### src/hw/isa_pkg.sv
// isa_pkg
// Architectural definitions for the execute block: the data word,
// the integer ALU function codes and the branch condition encoding.

package isa_pkg;

    //////////////////////////////////////////////////
    // data word
    //////////////////////////////////////////////////
    typedef logic [63:0] word_t;   // operands and results

    //////////////////////////////////////////////////
    // alu functions
    //////////////////////////////////////////////////
    typedef enum logic [3:0] {
        ALU_ADDQ   = 4'h0,
        ALU_SUBQ   = 4'h1,
        ALU_AND    = 4'h2,
        ALU_BIC    = 4'h3,   // a & ~b
        ALU_BIS    = 4'h4,   // a | b
        ALU_ORNOT  = 4'h5,
        ALU_XOR    = 4'h6,
        ALU_EQV    = 4'h7,   // a ^ ~b
        ALU_SRL    = 4'h8,
        ALU_SLL    = 4'h9,
        ALU_SRA    = 4'ha,
        ALU_CMPULT = 4'hb,
        ALU_CMPEQ  = 4'hc,
        ALU_CMPULE = 4'hd,
        ALU_CMPLT  = 4'he,
        ALU_CMPLE  = 4'hf
    } alu_func_e;

    //////////////////////////////////////////////////
    // branch conditions
    //////////////////////////////////////////////////
    // bit 2 inverts the outcome, bits 1:0 pick the test
    typedef logic [2:0] br_cond_t;

    localparam logic [1:0] BR_LBC = 2'b00;   // low bit clear
    localparam logic [1:0] BR_EQ  = 2'b01;   // equal to zero
    localparam logic [1:0] BR_LT  = 2'b10;   // negative
    localparam logic [1:0] BR_LE  = 2'b11;   // negative or zero

endpackage

### src/hw/uarch_pkg.sv
// uarch_pkg
// Microarchitectural definitions: register and reorder-buffer tags,
// the issue records for both lanes and the completed result record.

package uarch_pkg;

    localparam int PRF_TAG_W = 6;
    localparam int ROB_IDX_W = 5;

    typedef logic [PRF_TAG_W-1:0] prf_tag_t;   // physical dest register
    typedef logic [ROB_IDX_W-1:0] rob_idx_t;   // reorder buffer slot

    // one alu / branch operation
    typedef struct packed {
        isa_pkg::word_t     opa;
        isa_pkg::word_t     opb;
        isa_pkg::alu_func_e func;
        logic               is_branch;
        isa_pkg::br_cond_t  cond;
        logic               pred_taken;
        prf_tag_t           dest_tag;
        rob_idx_t           rob_idx;
    } alu_issue_t;

    // one multiply
    typedef struct packed {
        isa_pkg::word_t mcand;
        isa_pkg::word_t mplier;
        prf_tag_t       dest_tag;
        rob_idx_t       rob_idx;
    } mult_issue_t;

    // what goes on the result bus
    typedef struct packed {
        isa_pkg::word_t value;
        prf_tag_t       dest_tag;
        rob_idx_t       rob_idx;
        logic           is_branch;
        logic           taken;
        logic           mispredict;
    } fu_result_t;

endpackage

### src/hw/completion_arbiter.sv
// completion_arbiter
// Merges the ALU and multiplier results onto one registered result
// bus. Round-robin between the lanes when both are waiting; a lone
// requester is granted whenever the bus can take it.

`timescale 1ns/1ps

module completion_arbiter (
    input  logic                  clock,
    input  logic                  reset,
    input  logic                  alu_valid,
    input  logic                  mult_valid,
    input  uarch_pkg::fu_result_t alu_res,
    input  uarch_pkg::fu_result_t mult_res,
    output logic                  alu_grant,
    output logic                  mult_grant,
    output logic                  cdb_valid,
    output uarch_pkg::fu_result_t cdb,
    input  logic                  cdb_accept
);

    logic bus_free;
    logic mult_first;    // mult takes the next tie when set
    logic contested;

    assign bus_free  = ~cdb_valid | cdb_accept;
    assign contested = alu_valid & mult_valid;

    assign alu_grant  = bus_free & alu_valid  & (~mult_valid | ~mult_first);
    assign mult_grant = bus_free & mult_valid & (~alu_valid  |  mult_first);

    //////////////////////////////////////////////////
    // control
    //////////////////////////////////////////////////
    always_ff @(posedge clock)
    begin
        if (reset)
        begin
            cdb_valid  <= 1'b0;
            mult_first <= 1'b0;
        end
        else
        begin
            if (alu_grant | mult_grant)
                cdb_valid <= 1'b1;
            else if (cdb_accept)
                cdb_valid <= 1'b0;

            if (contested & bus_free)
                mult_first <= ~mult_first;   // flip after every tie
        end
    end

    // bus payload held until accepted
    always_ff @(posedge clock)
    begin
        if (alu_grant | mult_grant)
            cdb <= mult_grant ? mult_res : alu_res;
    end

endmodule

### config.mk
export PLATFORM = sky130hd
export DESIGN_NAME = completion_arbiter
export DESIGN_NICKNAME = d
export VERILOG_FILES = /design/src/hw/isa_pkg.sv /design/src/hw/uarch_pkg.sv /design/src/hw/completion_arbiter.sv
export SDC_FILE = /design/constraint.sdc
export NUM_CORES = 1
export LEC_CHECK = 0
export ABC_AREA = 0
export BUFFER_PORTS_ARGS = -buffer_cell sky130_fd_sc_hd__clkbuf_2
export CAP_MARGIN = 25
export CORE_MARGIN = 4
export CORE_UTILIZATION = 37
export CTS_BUF_LIST = sky130_fd_sc_hd__clkbuf_8 sky130_fd_sc_hd__clkbuf_16
export DETAILED_ROUTE_END_ITERATION = 7
export PLACE_DENSITY = 0.73
export REMOVE_ABC_BUFFERS = 1
export SYNTH_ARGS = -nofsm -noshare
export SYNTH_HDL_FRONTEND = slang
export SYNTH_SLANG_ARGS = --single-unit
### constraint.sdc
create_clock -name clock -period 2.7 [get_ports clock]
set_input_delay 0.405 -clock clock [delete_from_list [all_inputs] [get_ports clock]]
set_output_delay 0.405 -clock clock [all_outputs]
set_load 0.02 [all_outputs]
# == After elaboration in Yosys (flattened, before gate mapping) ==
# Cells that the tools add are included.
# word_totals
reg_bits,80
input_bits,161
output_inout_bits,81
elab_cells,26
# op_classes
n_mux,3
n_bitwise,14
n_reduce_logical,1
# ops
op,count
two-way mux 78 bit,1
AND 1 bit,6
NOT 1 bit,4
OR 1 bit,4
two-way mux 1 bit,2
nonzero test 2 bit,1

# == Logic depth before layout (Yosys ltp) ==
# logic_depth
word_depth,6
depth_mapped,5
mapped_depth_nobuf,3

# == Least setup slack after synthesis ==
# OpenSTA, ideal clock, no wires.
# synth_timing
path_type,input-to-reg
startpoint,in cdb_accept
endpoint,"reg cdb[0] (netlist name), enable pin"
setup_ns,0.442
arrival_ns,2.350
required_ns,2.258
setup_slack_ns,-0.092
stages,2
path_buffers,0
cell_sequence,nand2b_2 o21a_1
# synth_between
elab_chain_len,4
elab_cells_between_ends,6
cone_classes,6 x bitwise
# synth_rtl
element,line,source
start: declaration,completion_arbiter.sv:19,input logic cdb_accept
OR 1 bit *,completion_arbiter.sv:26,assign bus_free = ~cdb_valid | cdb_accept;
"AND 1 bit, on equally long branches (2 in series)","completion_arbiter.sv:29, completion_arbiter.sv:30",
OR 1 bit *,completion_arbiter.sv:57,if (alu_grant | mult_grant)
end signal: assignment,completion_arbiter.sv:58,cdb <= mult_grant ? mult_res : alu_res;
end: declaration,completion_arbiter.sv:18,"output uarch_pkg::fu_result_t cdb,"
# Every way passes the cells marked *; elsewhere a longest branch is shown, timed or not.
# A chain may end at the register's enable or synchronous reset.

# == Final worst setup path ==
# layout_timing
startpoint,reg mult_first
endpoint,out mult_grant
# layout_between
elab_chain_len,2
# layout_rtl
element,line,source
start: declaration,completion_arbiter.sv:23,logic mult_first;
start signal: assignment,completion_arbiter.sv:50,mult_first <= ~mult_first;
OR 1 bit,completion_arbiter.sv:30,assign mult_grant = bus_free & mult_valid & (~alu_valid | mult_first);
AND 1 bit,completion_arbiter.sv:30,
end: declaration,completion_arbiter.sv:16,"output logic mult_grant,"
# Every way passes these cells.

==> flow_metrics.env <==
export IMPL_status="complete, no violations"
export IMPL_max_freq_mhz=534
export IMPL_cp_slowest_cell="dfxtp_1"
export IMPL_cts_root_buf="clkbuf_8"
export IMPL_cp_num_buf_inv=2
export IMPL_grt_pass1_vias=2695
export IMPL_leakagePower_uw=0.00233
export IMPL_synth_distinct_cells=16
export IMPL_period_share_pct=69.3
export IMPL_hold_viol_final=0
export IMPL_synth_top_area_share_pct=68.3
export IMPL_crit_path_end_kind="primary output"
export IMPL_finalSetupTns_ps=0
export IMPL_worstPathMaxFanout=22
export IMPL_antenna_found_initial=0
export IMPL_ctsResizeCount=0
export IMPL_syn_to_final_growth_pct=44.7
export IMPL_mostFrequentLayoutCell="clkbuf_2"
export IMPL_viasPerCell=4.58
export IMPL_layout_common_cells="clkbuf_2, edfxtp_1, mux2_2, mux2_4, clkbuf_8"
export IMPL_max_stage_delay_ps=380
export IMPL_grt_max_degree=42
export IMPL_dp_cells=523
export IMPL_yosys_area_share_xor_xnor_pct=0
export IMPL_diodes=0
export IMPL_grt_pass1_wl_um=13500
export IMPL_overflow=0
export IMPL_netlist_area_um2=3430
export IMPL_ys_seq_area_share_pct=69.5
export IMPL_crit_type="reg2out"
export IMPL_wl_per_cell_um=16.2
export IMPL_drc_errors=0
export IMPL_final_cells=539
export IMPL_rsz0062_at_grt="no"
export IMPL_nFillCells=742
export IMPL_synth_adder_area_share_pct=0
export IMPL_tritoncts="built"
export IMPL_num_vias=2468
export IMPL_ioPinCount=242
export IMPL_p_per_area_nw_per_um2=600
export IMPL_gp_congestion=0.699
export IMPL_crit_family="simple AND/OR/NAND/NOR gates"
export IMPL_fin_crit_ps=1870
export IMPL_drive_above_1_share_pct=78.4
export IMPL_ctsHoldBuffers=0
export IMPL_fin_skew_ps=7.67
export IMPL_cp_data_required_time_ps=2300
export IMPL_die_area_um2=10900
export IMPL_multi_input_area_um2=1000
export IMPL_synth_compound_area_share_pct=0.511
export IMPL_cts_sinks=80
export IMPL_synthSimpleGateAreaFrac_pct=1.39
export IMPL_nets=587
export IMPL_drtIter0Drc=77
export IMPL_fp_dieH_um=104
export IMPL_die_w_um=104
export IMPL_drv_cap=0
export IMPL_grt_usage_pct=15.9
export IMPL_numCtsBuffers=9
export IMPL_ant_nets=0
export IMPL_syn_area_per_cell_um2=19.1
export IMPL_clk_path_buf_depth=2
export IMPL_hpwl_um=6900
export IMPL_arrival_ps=1470
export IMPL_hold_class="in2reg"
export IMPL_relSlewSlack_pct=63.2
export IMPL_setup_viol=0
export IMPL_core_um2=8850
export IMPL_finalMaxSlewViolations=0
export IMPL_regArea_um2=2380
export IMPL_synthMuxAreaShare_pct=26.9
export IMPL_wl_um=8740
export IMPL_netlist_instances=179
export IMPL_ir_drop_mv=0.280
export IMPL_synth_warnings=0
export IMPL_synth_top_family_by_area="multiplexers"
export IMPL_initial_core_util_pct=38.7
export IMPL_yosys_area_top_type="edfxtp_1"
export IMPL_max_slew_worst_pin_slew_ps=551
export IMPL_synth_seq_cells=80
export IMPL_crit_chain="nand2b_1 -> nand3_4 -> inv_1 -> clkbuf_2"
export IMPL_startpoint_type="flop"
export IMPL_num_rows=34
export IMPL_clk_pin_slew_ps=80
export IMPL_cts_max_level=3
export IMPL_synthTopCellsByArea="edfxtp_1, mux2_2, mux2_4"
export IMPL_insertion_delay_ps=340
export IMPL_cts_setup_buffers=0
export IMPL_port_buffers=241
export IMPL_drtPass1Iterations=4
[cells by family (layout without fill, tap and decap cells)]
family	Yosys count	count (layout)
multiplexers	79	79
AO/OA/AOI/OAI	3	3
AND/OR/NAND/NOR	8	8
buffers and inverters	9	261
flip-flops	80	80
[through the flow]
step           total power (µW)  cell area (µm²)  setup WS, ps  hold WS (ps)  util [%]
2_1_floorplan              1920             3370         -92.3           474         -
3_3_place_gp               2170             4780           747           557      54.0
3_5_place_dp               2180             4780           679           580      54.0
4_1_cts                    3020             4960           797           241      56.0
5_1_grt                    3120             4960           723           240      56.0
6_report                   2970             4960           828           258      56.0
[worst reg2reg max path, delay by kind of cell (launching register included)]
family	cells	cell delay [ps]
flip-flops	1	340
AND/OR/NAND/NOR	2	470
multiplexers	1	380
buffers and inverters	1	350
[sequential cells by signal, indices dropped and copies added, names as in the netlist]
signal      cells
mult_first      1
cdb_valid       1
cdb            78
[cells in the mapped netlist (all sizes together)]
| master | count |
|---|---|
| a21oi | 2 |
| o21a | 1 |
| edfxtp | 78 |
| nor2b | 1 |
| nand2 | 1 |
| dfxtp | 2 |
| nand3 | 2 |
| nand2b | 2 |
| buf | 8 |
| nor2 | 2 |
| inv | 1 |
| mux2 | 79 |
[layer usage]
layer / global-route usage (%) / wire length, µm / share of wire (%) / vias to the layer above
met5: 0 / 0 / 0 / -
met4: 6.55 / 203 / 2.3 / 0
met3: 5.65 / 825 / 9.4 / 18
met2: 28.2 / 4420 / 51 / 148
met1: 17.2 / 3290 / 38 / 1112
li1: - / - / - / 1190
[area by class of cell]
class                      count  area share (%)
tap                          108            2.73
clock buffer                   9            2.50
inverter                       1          0.0757
sequential                    80            48.1
clock inverter                 7            1.11
timing repair buffer         244            25.3
multi-input combinational     90            20.2
[final timing paths]
check,end,from,slack [ps],depth (start not counted)
worst min-delay path,cdb_valid$_SDFFE_PP0P_,reset,260,2
worst max register to register,cdb[7]$_DFFE_PP_,mult_first$_SDFFE_PP0P_,910,4
worst min register to register,cdb_valid$_SDFFE_PP0P_,cdb_valid$_SDFFE_PP0P_,590,2
worst max-delay path,mult_grant,mult_first$_SDFFE_PP0P_,830,4
[power by group]
group | internal, µW | switching, µW | total (µW) | leakage (µW)
sequential | 1510 | 32.5 | 1540 | 0.000793
combinational | 274 | 328 | 602 | 0.00143
clock | 412 | 415 | 828 | 0.000100
total | 2200 | 776 | 2970 | 0.00233
No activity file was read; power rests on OpenSTA's default activity.
